## src/hdl/conv_params.svh

```systemverilog
`ifndef CONV_PARAMS_SVH
`define CONV_PARAMS_SVH

// *************************************************************************
// Image and frame memory geometry
// *************************************************************************

`define IMG_W 8
`define IMG_H 8

// Valid 3x3 outputs, no padding
`define OUT_W (`IMG_W - 2)
`define OUT_H (`IMG_H - 2)

`define MEM_AW   7   // 128 words
`define WORD_W   20
`define RES_BASE 64  // Results follow the image

`define STORE_DEPTH 4

`endif

```

## src/hdl/conv_pkg.sv

```systemverilog
`default_nettype none
`include "conv_params.svh"

package conv_pkg;

  // Pixel view of a memory word
  typedef struct packed {
    logic [`WORD_W-9:0] pad;
    logic [7:0]         value;
  } pix_word_t;

  // One frame memory word, read as a pixel or as a result
  typedef union packed {
    pix_word_t          pix;
    logic [`WORD_W-1:0] res;
  } mem_word_t;

  // Index k is window row k/3, column k%3
  typedef logic [8:0][7:0] kernel_t;
  typedef logic [8:0][7:0] window_t;

endpackage

`default_nettype wire

```

## src/hdl/mem_bus_if.sv

```systemverilog
`timescale 1ns/100ps
`default_nettype none
`include "conv_params.svh"

interface mem_bus_if;
  import conv_pkg::*;

  logic               req;
  logic               we;
  logic [`MEM_AW-1:0] addr;
  mem_word_t          wdata;
  logic               gnt;    // Access reaches the RAM this cycle
  mem_word_t          rdata;
  logic               rvalid; // One cycle after a read grant

  modport requester (
    output req, we, addr, wdata,
    input  gnt, rdata, rvalid
  );

  modport arbiter (
    input  req, we, addr, wdata,
    output gnt, rdata, rvalid
  );

endinterface

`default_nettype wire

```

## src/hdl/conv3x3_core.sv

```systemverilog
`timescale 1ns/100ps
`default_nettype none

module conv3x3_core (
  input  logic              clk,
  input  logic              reset,
  input  logic              kernel_we,
  input  logic [3:0]        kernel_idx,
  input  logic [7:0]        kernel_data,
  input  conv_pkg::window_t win,
  input  logic              win_valid,
  output logic [19:0]       result,
  output logic              res_valid
);
  import conv_pkg::*;

  kernel_t          kernel;
  logic [8:0][15:0] prod;        // Stage 1
  logic             prod_valid;
  logic [3:0][16:0] sum1;
  logic [1:0][17:0] sum2;
  logic [18:0]      sum3;
  logic [19:0]      total;       // Nine full products need 20 bits

  always_ff @(posedge clk) begin
    if (kernel_we) begin
      kernel[kernel_idx] <= kernel_data;
    end
  end

  // *************************************************************************
  // Stage 1, nine exact unsigned products
  // *************************************************************************

  always_ff @(posedge clk) begin
    for (int k = 0; k < 9; k++) begin
      prod[k] <= win[k] * kernel[k];
    end
  end

  // *************************************************************************
  // Stage 2, adder tree
  // *************************************************************************

  always_comb begin
    for (int i = 0; i < 4; i++) begin
      sum1[i] = 17'(prod[2*i]) + 17'(prod[2*i+1]);
    end
    for (int j = 0; j < 2; j++) begin
      sum2[j] = 18'(sum1[2*j]) + 18'(sum1[2*j+1]);
    end
    sum3  = 19'(sum2[0]) + 19'(sum2[1]);
    total = 20'(sum3) + 20'(prod[8]);  // Odd product joins last
  end

  always_ff @(posedge clk) begin
    result <= total;
  end

  always_ff @(posedge clk) begin
    if (reset) begin
      prod_valid <= 1'b0;
      res_valid  <= 1'b0;
    end else begin
      prod_valid <= win_valid;
      res_valid  <= prod_valid;
    end
  end

  a_kernel_idx : assert property (@(posedge clk) disable iff (reset)
    kernel_we |-> kernel_idx < 4'd9);

endmodule

`default_nettype wire

```

## src/hdl/conv_engine.sv

```systemverilog
`timescale 1ns/100ps
`default_nettype none
`include "conv_params.svh"

module conv_engine (
  input  logic               clk,
  input  logic               reset,
  input  logic               start,
  input  logic               kernel_we,
  input  logic [3:0]         kernel_idx,
  input  logic [7:0]         kernel_data,
  input  logic               host_req,
  input  logic               host_we,
  input  logic [`MEM_AW-1:0] host_addr,
  input  logic [19:0]        host_wdata,
  output logic               host_gnt,
  output logic [19:0]        host_rdata,
  output logic               host_rvalid,
  output logic               busy,
  output logic               done
);
  import conv_pkg::*;

  mem_bus_if host_bus ();
  mem_bus_if fetch_bus ();
  mem_bus_if store_bus ();

  window_t     win;
  logic        win_valid;
  logic        space_ok;
  logic [19:0] result;
  logic        res_valid;

  // Host side of the shared memory port
  assign host_bus.req       = host_req;
  assign host_bus.we        = host_we;
  assign host_bus.addr      = host_addr;
  assign host_bus.wdata.res = host_wdata;
  assign host_gnt           = host_bus.gnt;
  assign host_rdata         = host_bus.rdata.res;  // Result view
  assign host_rvalid        = host_bus.rvalid;

  mem_arbiter u_arbiter (
    .clk   (clk),
    .reset (reset),
    .host  (host_bus.arbiter),
    .fetch (fetch_bus.arbiter),
    .store (store_bus.arbiter)
  );

  window_fetch u_fetch (
    .clk       (clk),
    .reset     (reset),
    .start     (start),
    .space_ok  (space_ok),
    .done      (done),
    .mem       (fetch_bus.requester),
    .win       (win),
    .win_valid (win_valid),
    .busy      (busy)
  );

  conv3x3_core u_core (
    .clk         (clk),
    .reset       (reset),
    .kernel_we   (kernel_we),
    .kernel_idx  (kernel_idx),
    .kernel_data (kernel_data),
    .win         (win),
    .win_valid   (win_valid),
    .result      (result),
    .res_valid   (res_valid)
  );

  result_store u_store (
    .clk       (clk),
    .reset     (reset),
    .start     (start),
    .win_valid (win_valid),
    .result    (result),
    .res_valid (res_valid),
    .mem       (store_bus.requester),
    .space_ok  (space_ok),
    .done      (done)
  );

endmodule

`default_nettype wire

```

## src/hdl/frame_ram.sv

```systemverilog
`timescale 1ns/100ps
`default_nettype none
`include "conv_params.svh"

module frame_ram (
  input  logic                clk,
  input  logic                we,
  input  logic [`MEM_AW-1:0]  addr,
  input  conv_pkg::mem_word_t wdata,
  output conv_pkg::mem_word_t rdata
);
  import conv_pkg::*;

  localparam int DEPTH = 1 << `MEM_AW;

  // Image at the bottom, results from RES_BASE up
  mem_word_t mem [DEPTH];

  always_ff @(posedge clk) begin
    if (we) begin
      mem[addr] <= wdata;
    end
    rdata <= mem[addr];  // Registered read, old data on a write
  end

endmodule

`default_nettype wire

```

## src/hdl/mem_arbiter.sv

```systemverilog
`timescale 1ns/100ps
`default_nettype none
`include "conv_params.svh"

module mem_arbiter (
  input logic        clk,
  input logic        reset,
  mem_bus_if.arbiter host,
  mem_bus_if.arbiter fetch,
  mem_bus_if.arbiter store
);
  import conv_pkg::*;

  logic               gnt_h;
  logic               gnt_f;
  logic               gnt_s;
  logic               rr_store;  // Store wins the next fetch/store tie
  logic               rv_h;
  logic               rv_f;
  logic               rv_s;
  logic               ram_we;
  logic [`MEM_AW-1:0] ram_addr;
  mem_word_t          ram_wdata;
  mem_word_t          ram_rdata;

  // Host first, then fetcher and store take turns
  always_comb begin
    gnt_h = host.req;
    gnt_f = !host.req && fetch.req && (!store.req || !rr_store);
    gnt_s = !host.req && store.req && (!fetch.req || rr_store);
  end

  always_comb begin
    ram_we    = 1'b0;
    ram_addr  = store.addr;
    ram_wdata = store.wdata;
    if (gnt_h) begin
      ram_we    = host.we;
      ram_addr  = host.addr;
      ram_wdata = host.wdata;
    end else if (gnt_f) begin
      ram_we    = fetch.we;
      ram_addr  = fetch.addr;
      ram_wdata = fetch.wdata;
    end else if (gnt_s) begin
      ram_we    = store.we;
    end
  end

  always_ff @(posedge clk) begin
    if (reset) begin
      rr_store <= 1'b0;
      rv_h     <= 1'b0;
      rv_f     <= 1'b0;
      rv_s     <= 1'b0;
    end else begin
      if (gnt_f) begin
        rr_store <= 1'b1;
      end else if (gnt_s) begin
        rr_store <= 1'b0;
      end
      rv_h <= gnt_h && !host.we;   // Remember who owns the read
      rv_f <= gnt_f && !fetch.we;
      rv_s <= gnt_s && !store.we;
    end
  end

  frame_ram u_ram (
    .clk   (clk),
    .we    (ram_we),
    .addr  (ram_addr),
    .wdata (ram_wdata),
    .rdata (ram_rdata)
  );

  assign host.gnt     = gnt_h;
  assign fetch.gnt    = gnt_f;
  assign store.gnt    = gnt_s;
  assign host.rdata   = ram_rdata;
  assign fetch.rdata  = ram_rdata;
  assign store.rdata  = ram_rdata;
  assign host.rvalid  = rv_h;
  assign fetch.rvalid = rv_f;
  assign store.rvalid = rv_s;

  // A waiting requester keeps its request and fields until granted
  a_fetch_hold : assert property (@(posedge clk) disable iff (reset)
    fetch.req && !gnt_f |=> fetch.req && $stable(fetch.addr));

  a_store_hold : assert property (@(posedge clk) disable iff (reset)
    store.req && !gnt_s |=> store.req && $stable(store.addr) && $stable(store.wdata));

endmodule

`default_nettype wire

```

## src/hdl/result_store.sv

```systemverilog
`timescale 1ns/100ps
`default_nettype none
`include "conv_params.svh"

module result_store (
  input  logic         clk,
  input  logic         reset,
  input  logic         start,
  input  logic         win_valid,
  input  logic [19:0]  result,
  input  logic         res_valid,
  mem_bus_if.requester mem,
  output logic         space_ok,
  output logic         done
);

  localparam int PW    = $clog2(`STORE_DEPTH);
  localparam int N_RES = `OUT_W * `OUT_H;

  logic [19:0]        queue [`STORE_DEPTH];
  logic [PW-1:0]      rd_ptr;
  logic [PW-1:0]      wr_ptr;
  logic [PW:0]        count;
  logic [PW:0]        inflight;  // Windows still inside the core
  logic [PW+1:0]      pending;
  logic [5:0]         written;
  logic [`MEM_AW-1:0] waddr;
  logic               active;
  logic               pop;

  assign pop      = mem.gnt;
  assign pending  = count + inflight + win_valid;
  assign space_ok = (pending < `STORE_DEPTH);

  assign mem.req       = (count != '0);
  assign mem.we        = 1'b1;
  assign mem.addr      = waddr;
  assign mem.wdata.res = queue[rd_ptr];  // Head stays put until granted

  always_ff @(posedge clk) begin
    if (res_valid) begin
      queue[wr_ptr] <= result;
    end
  end

  always_ff @(posedge clk) begin
    if (reset) begin
      rd_ptr   <= '0;
      wr_ptr   <= '0;
      count    <= '0;
      inflight <= '0;
      written  <= '0;
      waddr    <= `MEM_AW'(`RES_BASE);
      active   <= 1'b0;
      done     <= 1'b0;
    end else begin
      done <= 1'b0;
      if (start && !active) begin  // Start during a run is dropped
        active  <= 1'b1;
        written <= '0;
        waddr   <= `MEM_AW'(`RES_BASE);
      end
      if (res_valid) begin
        wr_ptr <= wr_ptr + 1'b1;
      end
      if (pop) begin
        rd_ptr  <= rd_ptr + 1'b1;
        waddr   <= waddr + 1'b1;
        written <= written + 6'd1;
        if (written == 6'(N_RES - 1)) begin
          done   <= 1'b1;
          active <= 1'b0;
        end
      end
      count    <= count + res_valid - pop;
      inflight <= inflight + win_valid - res_valid;
    end
  end

  a_no_overflow : assert property (@(posedge clk) disable iff (reset)
    res_valid |-> (count < `STORE_DEPTH) || pop);

endmodule

`default_nettype wire

```

## src/hdl/window_fetch.sv

```systemverilog
`timescale 1ns/100ps
`default_nettype none
`include "conv_params.svh"

module window_fetch (
  input  logic              clk,
  input  logic              reset,
  input  logic              start,
  input  logic              space_ok,
  input  logic              done,      // Run finished in result_store
  mem_bus_if.requester      mem,
  output conv_pkg::window_t win,
  output logic              win_valid,
  output logic              busy
);

  typedef enum logic [2:0] {
    S_IDLE,
    S_NEXT,     // Wait for room downstream
    S_ISSUE,    // Nine reads, one per grant
    S_COLLECT,  // Last read data still due
    S_DRAIN     // All windows sent, wait for the final write
  } state_t;

  state_t     state;
  logic [2:0] orow;
  logic [2:0] ocol;
  logic [3:0] tap;    // Tap being requested
  logic [3:0] rtap;   // Tap being returned
  logic [3:0] tap_r;
  logic [3:0] tap_c;
  logic       last_col;
  logic       last_pos;

  assign tap_r    = tap / 4'd3;
  assign tap_c    = tap % 4'd3;
  assign last_col = (ocol == 3'(`OUT_W - 1));
  assign last_pos = last_col && (orow == 3'(`OUT_H - 1));

  assign mem.req   = (state == S_ISSUE);
  assign mem.we    = 1'b0;
  assign mem.addr  = `MEM_AW'((orow + tap_r) * `IMG_W + ocol + tap_c);
  assign mem.wdata = '0;

  // *************************************************************************
  // Position and tap sequencing
  // *************************************************************************

  always_ff @(posedge clk) begin
    if (reset) begin
      state     <= S_IDLE;
      busy      <= 1'b0;
      win_valid <= 1'b0;
      orow      <= '0;
      ocol      <= '0;
      tap       <= '0;
      rtap      <= '0;
    end else begin
      win_valid <= 1'b0;
      case (state)
        S_IDLE: begin
          if (start) begin
            busy  <= 1'b1;
            orow  <= '0;
            ocol  <= '0;
            tap   <= '0;
            rtap  <= '0;
            state <= S_NEXT;
          end
        end
        S_NEXT: begin
          if (space_ok) begin
            state <= S_ISSUE;
          end
        end
        S_ISSUE: begin
          if (mem.gnt) begin
            if (tap == 4'd8) begin
              tap   <= '0;
              state <= S_COLLECT;
            end else begin
              tap <= tap + 4'd1;
            end
          end
        end
        S_COLLECT: begin
          if (mem.rvalid && rtap == 4'd8) begin
            win_valid <= 1'b1;
            if (last_pos) begin
              state <= S_DRAIN;
            end else begin
              state <= S_NEXT;
              if (last_col) begin
                ocol <= '0;
                orow <= orow + 3'd1;
              end else begin
                ocol <= ocol + 3'd1;
              end
            end
          end
        end
        S_DRAIN: begin
          if (done) begin
            busy  <= 1'b0;
            state <= S_IDLE;
          end
        end
        default: state <= S_IDLE;
      endcase
      if (mem.rvalid) begin
        rtap <= (rtap == 4'd8) ? 4'd0 : rtap + 4'd1;
      end
    end
  end

  always_ff @(posedge clk) begin
    if (mem.rvalid) begin
      win[rtap] <= mem.rdata.pix.value;  // Pixel view of the word
    end
  end

endmodule

`default_nettype wire

```

## config.mk

```make
export PLATFORM = sky130hd
export DESIGN_NAME = conv_engine
export DESIGN_NICKNAME = d
export VERILOG_FILES = /design/src/hdl/conv_pkg.sv /design/src/hdl/mem_bus_if.sv /design/src/hdl/conv3x3_core.sv /design/src/hdl/conv_engine.sv /design/src/hdl/frame_ram.sv /design/src/hdl/mem_arbiter.sv /design/src/hdl/result_store.sv /design/src/hdl/window_fetch.sv
export VERILOG_INCLUDE_DIRS = /design/src /design/src/hdl
export SDC_FILE = /design/constraint.sdc
export NUM_CORES = 2
export LEC_CHECK = 0
export ABC_AREA = 1
export BUFFER_PORTS_ARGS = -buffer_cell sky130_fd_sc_hd__buf_2
export CAP_MARGIN = 25
export CORE_ASPECT_RATIO = 1.4
export CORE_MARGIN = 2
export CORE_UTILIZATION = 53
export CTS_CLUSTER_DIAMETER = 120
export CTS_CLUSTER_SIZE = 20
export DETAILED_ROUTE_END_ITERATION = 16
export GPL_ROUTABILITY_DRIVEN = 0
export PLACE_DENSITY = 0.74
export SLEW_MARGIN = 20
export SYNTH_ARGS = -nofsm -noshare
export SYNTH_HDL_FRONTEND = slang
export SYNTH_SLANG_ARGS = --single-unit
export TNS_END_PERCENT = 50
```

## constraint.sdc

```tcl
create_clock -name clk -period 21.9 [get_ports clk]
set_clock_uncertainty 0.1 [all_clocks]
set_input_delay 2.19 -clock clk [delete_from_list [all_inputs] [get_ports clk]]
set_output_delay 2.19 -clock clk [all_outputs]
set_load 0.02 [all_outputs]
```

==> flow_summary.toml <==
[final_layout]
seq_area_um2 = 88300
layout_common_cells = "nand2_1 (3222), edfxtp_1 (2784), inv_1 (2526)"
layout-area-overhead-vs-synth_pct = 6.41
multi_input_area_um2 = 46900
final_common_cell = "nand2_1"
layout.nets = 14600
fillers = 22400
drive_above_1_share_pct = 4.90

[drt]
vias = 97200
drt_first_pass_iters = 6
drc = 0
wl_per_cell_um = 22.5
drt_wl_total_um = 393000
routed_via_density = 5.55
drtIter0Drc = 10400
antenna_left = 0

[run_status]
status = "finished clean"

[timing]
setup_ws_ns = 13.51
min_period_ns = 8.39
tns_ns = 0
slew_headroom_pct = 23.8
timing.final.crit_share_pct = 38.3
hold_viol_final = 0
rsz0062_at_grt = "no"
worst_pin_slew_ns = 1.14
fmax_ghz = 0.119
setup_viol = 0
finalMaxSlewViolations = 0

[clocking]
clk_latency_ns = 0.90
cts_root_buffer = "clkbuf_16"
cts_made_buffers = 176
cts.clk_slew.worst_paths_ns = 0.09
cts.htree.levels = 4
ctsResizeCount = 0
hold_buffers = 0
clock_path_buffers = 4
post_cts_buffers = 0
cts_tree = "built"
cts_sinks = 3019

[grt]
grt_pass1_wl_um = 581000
grt_max_degree = 179
grt_overflow_total = 0
grt_pass1_vias = 95100
grtUsageTotal_pct = 27.4
antenna_found_initial = 22

[place]
pre_cts_ws_ns = 13.30
port-buffer-count = 68
post-dp-hpwl_um = 240000

[power_and_ir_drop]
ir_drop_v = 0.000365
power-per-cell-area_nw_per_um2 = 98.6
p_leak_nw = 67.0

[die]
io_pins = 69
die_h_um = 628
die_w_um = 449
dieArea_um2 = 282000
rows = 229
core_um2 = 277000
start_util_pct = 53.1

[worst_setup_path]
end_kind = "flip-flop"
crit_fanout = 136
r2r_slack_ns = 13.51
reg2reg_depth = 28
r2r_start = "u_fetch.tap[2]"
path_class = "flip-flop to flip-flop"
worstPathRequired_ns = 22.54
start_kind = "flip-flop"
worstReg2RegEnd = "u_arbiter.u_ram.rdata[14]"
crit_path_top_delay_cell = "buf_4"
cp.arrival_ns = 9.04
slowest_delay_ns = 0.81

[synthesis]
syn_area_um2 = 147000
syn_avg_cell_area_um2 = 10.6
synth_edf_count = 2784
synth_area_leaders = "edfxtp_1 (57%), nand2_1 (8.2%), inv_1 (6.4%)"
ys_warn_count = 0
synth_nets = 14800
synthArstFlopShare_pct = 0
ys.flop_type = "edfxtp_1"
ys_seq_area_share_pct = 60.0
yosysUniqueCellTypes = 44
synth_top_area_cell = "edfxtp_1"
yosys_register_bits = 3019
synth_cells = 14000
yosysTopAreaCellShare_pct = 56.8

[hold_path]
whs_path_depth = 2
worstHoldStart = "u_core.prod_valid"
min_path_type = "flip-flop to flip-flop"
hold-path-endpoint = "u_core.res_valid"

[job]
drv_cap = 0
==> flip-flops by register name, summed over array words and instances, names as in the netlist, 2 cells and up, named ones only <==
register / cells
u_store.wr_ptr: 2
u_store.rd_ptr: 2
u_core.result: 20
u_arbiter.u_ram.mem: 2560
u_store.written: 6
u_fetch.tap: 4
u_fetch.ocol: 3
u_fetch.orow: 3
u_core.kernel: 72
u_core.prod: 144
u_fetch.state: 3
u_arbiter.u_ram.rdata: 20
u_fetch.rtap: 4
u_store.queue: 80
u_store.mem.addr: 7
u_store.count: 3
u_store.inflight: 3
u_fetch.win: 72
==> worst max-delay path, delay by kind of cell (launching register included) <==
family          cells  cell delay (ns)
compound gates      2             0.57
fa+ha+maj           4             0.86
xor+xnor            2             0.34
simple gates       14             3.19
flops               1             0.34
buf+inv             6             2.38
==> worst max-delay path by stage <==
stage / start / endpoint / slack (ns) / depth (start not counted)
finish: u_fetch.tap[2] / u_arbiter.u_ram.rdata[14] / 13.51 / 28
global route: u_fetch.tap[2] / u_arbiter.u_ram.rdata[14] / 13.18 / 28
CTS: u_fetch.tap[2] / u_arbiter.u_ram.rdata[17] / 13.71 / 28
detailed placement: host_req / u_arbiter.u_ram.rdata[17] / 13.30 / 18
global placement: host_req / u_arbiter.u_ram.rdata[17] / 13.40 / 16
floorplan: host_req / u_arbiter.u_ram.mem[0][0] / 12.81 / 6
==> cells in the mapped netlist (95+ instances only) <==
cell         n
clkbuf_1   365
nand2_1   3232
nor2_1     656
nand3b_1   922
o21ai_0     95
nand3_1   1194
dfxtp_1    235
fa_1       438
a21oi_1    168
o21ai_1    199
ha_1       377
inv_1     2527
buf_2      330
nand4_1    109
edfxtp_1  2784
==> stage by stage <==
stage	total power [W]	hold WS (ns)	util [%]	cell area, µm²	cells
after global placement	0.0121	0.291	54.8	152000	17200
after CTS	0.0154	0.319	56.5	157000	17500
final	0.0155	0.314	56.5	157000	17500
after detailed placement	0.0122	0.304	54.8	152000	17200
after floorplan	0.0104	0.288	-	147000	14000
after global routing	0.0161	0.336	56.5	157000	17500
==> kinds of logic after synthesis <==
logic type | share of synthesized area, %
AO/OA/AOI/OAI | 2.08
XOR/XNOR | 0.773
buffers and inverters | 8.70
flip-flops | 60.0
adder cells (fa/ha/maj) | 9.16
AND/OR/NAND/NOR | 19.3
==> area by class of cell <==
| cell class | instances | share of cell area, % |
|---|---|---|
| Sequential cell | 3019 | 56.4 |
| Multi-Input combinational cell | 7657 | 29.9 |
| Inverter | 2531 | 6.08 |
| Clock buffer | 261 | 3.06 |
| Tap cell | 3696 | 2.95 |
| Timing Repair Buffer | 318 | 1.55 |
| Clock inverter | 5 | 0.0471 |
| Antenna cell | 16 | 0.0256 |
==> layer usage <==
layer  vias to the layer above  routed length [µm]  track usage (%)
li1                      44500                   -                -
met1                     47100              136000             31.4
met2                      4518              196000             48.1
met3                      1088               30100             3.27
met4                         6               30600             18.9
met5                         -                  39                0
==> power breakdown <==
group	total (W)	internal, W	leakage [nW]	switching [W]
Clock	0.00335	0.00152	2.33	0.00183
Combinational	0.00520	0.00148	37.5	0.00372
Sequential	0.00691	0.00681	27.1	0.000102
Total	0.0155	0.00981	67.0	0.00565
Power figures use the tool's default switching activity.
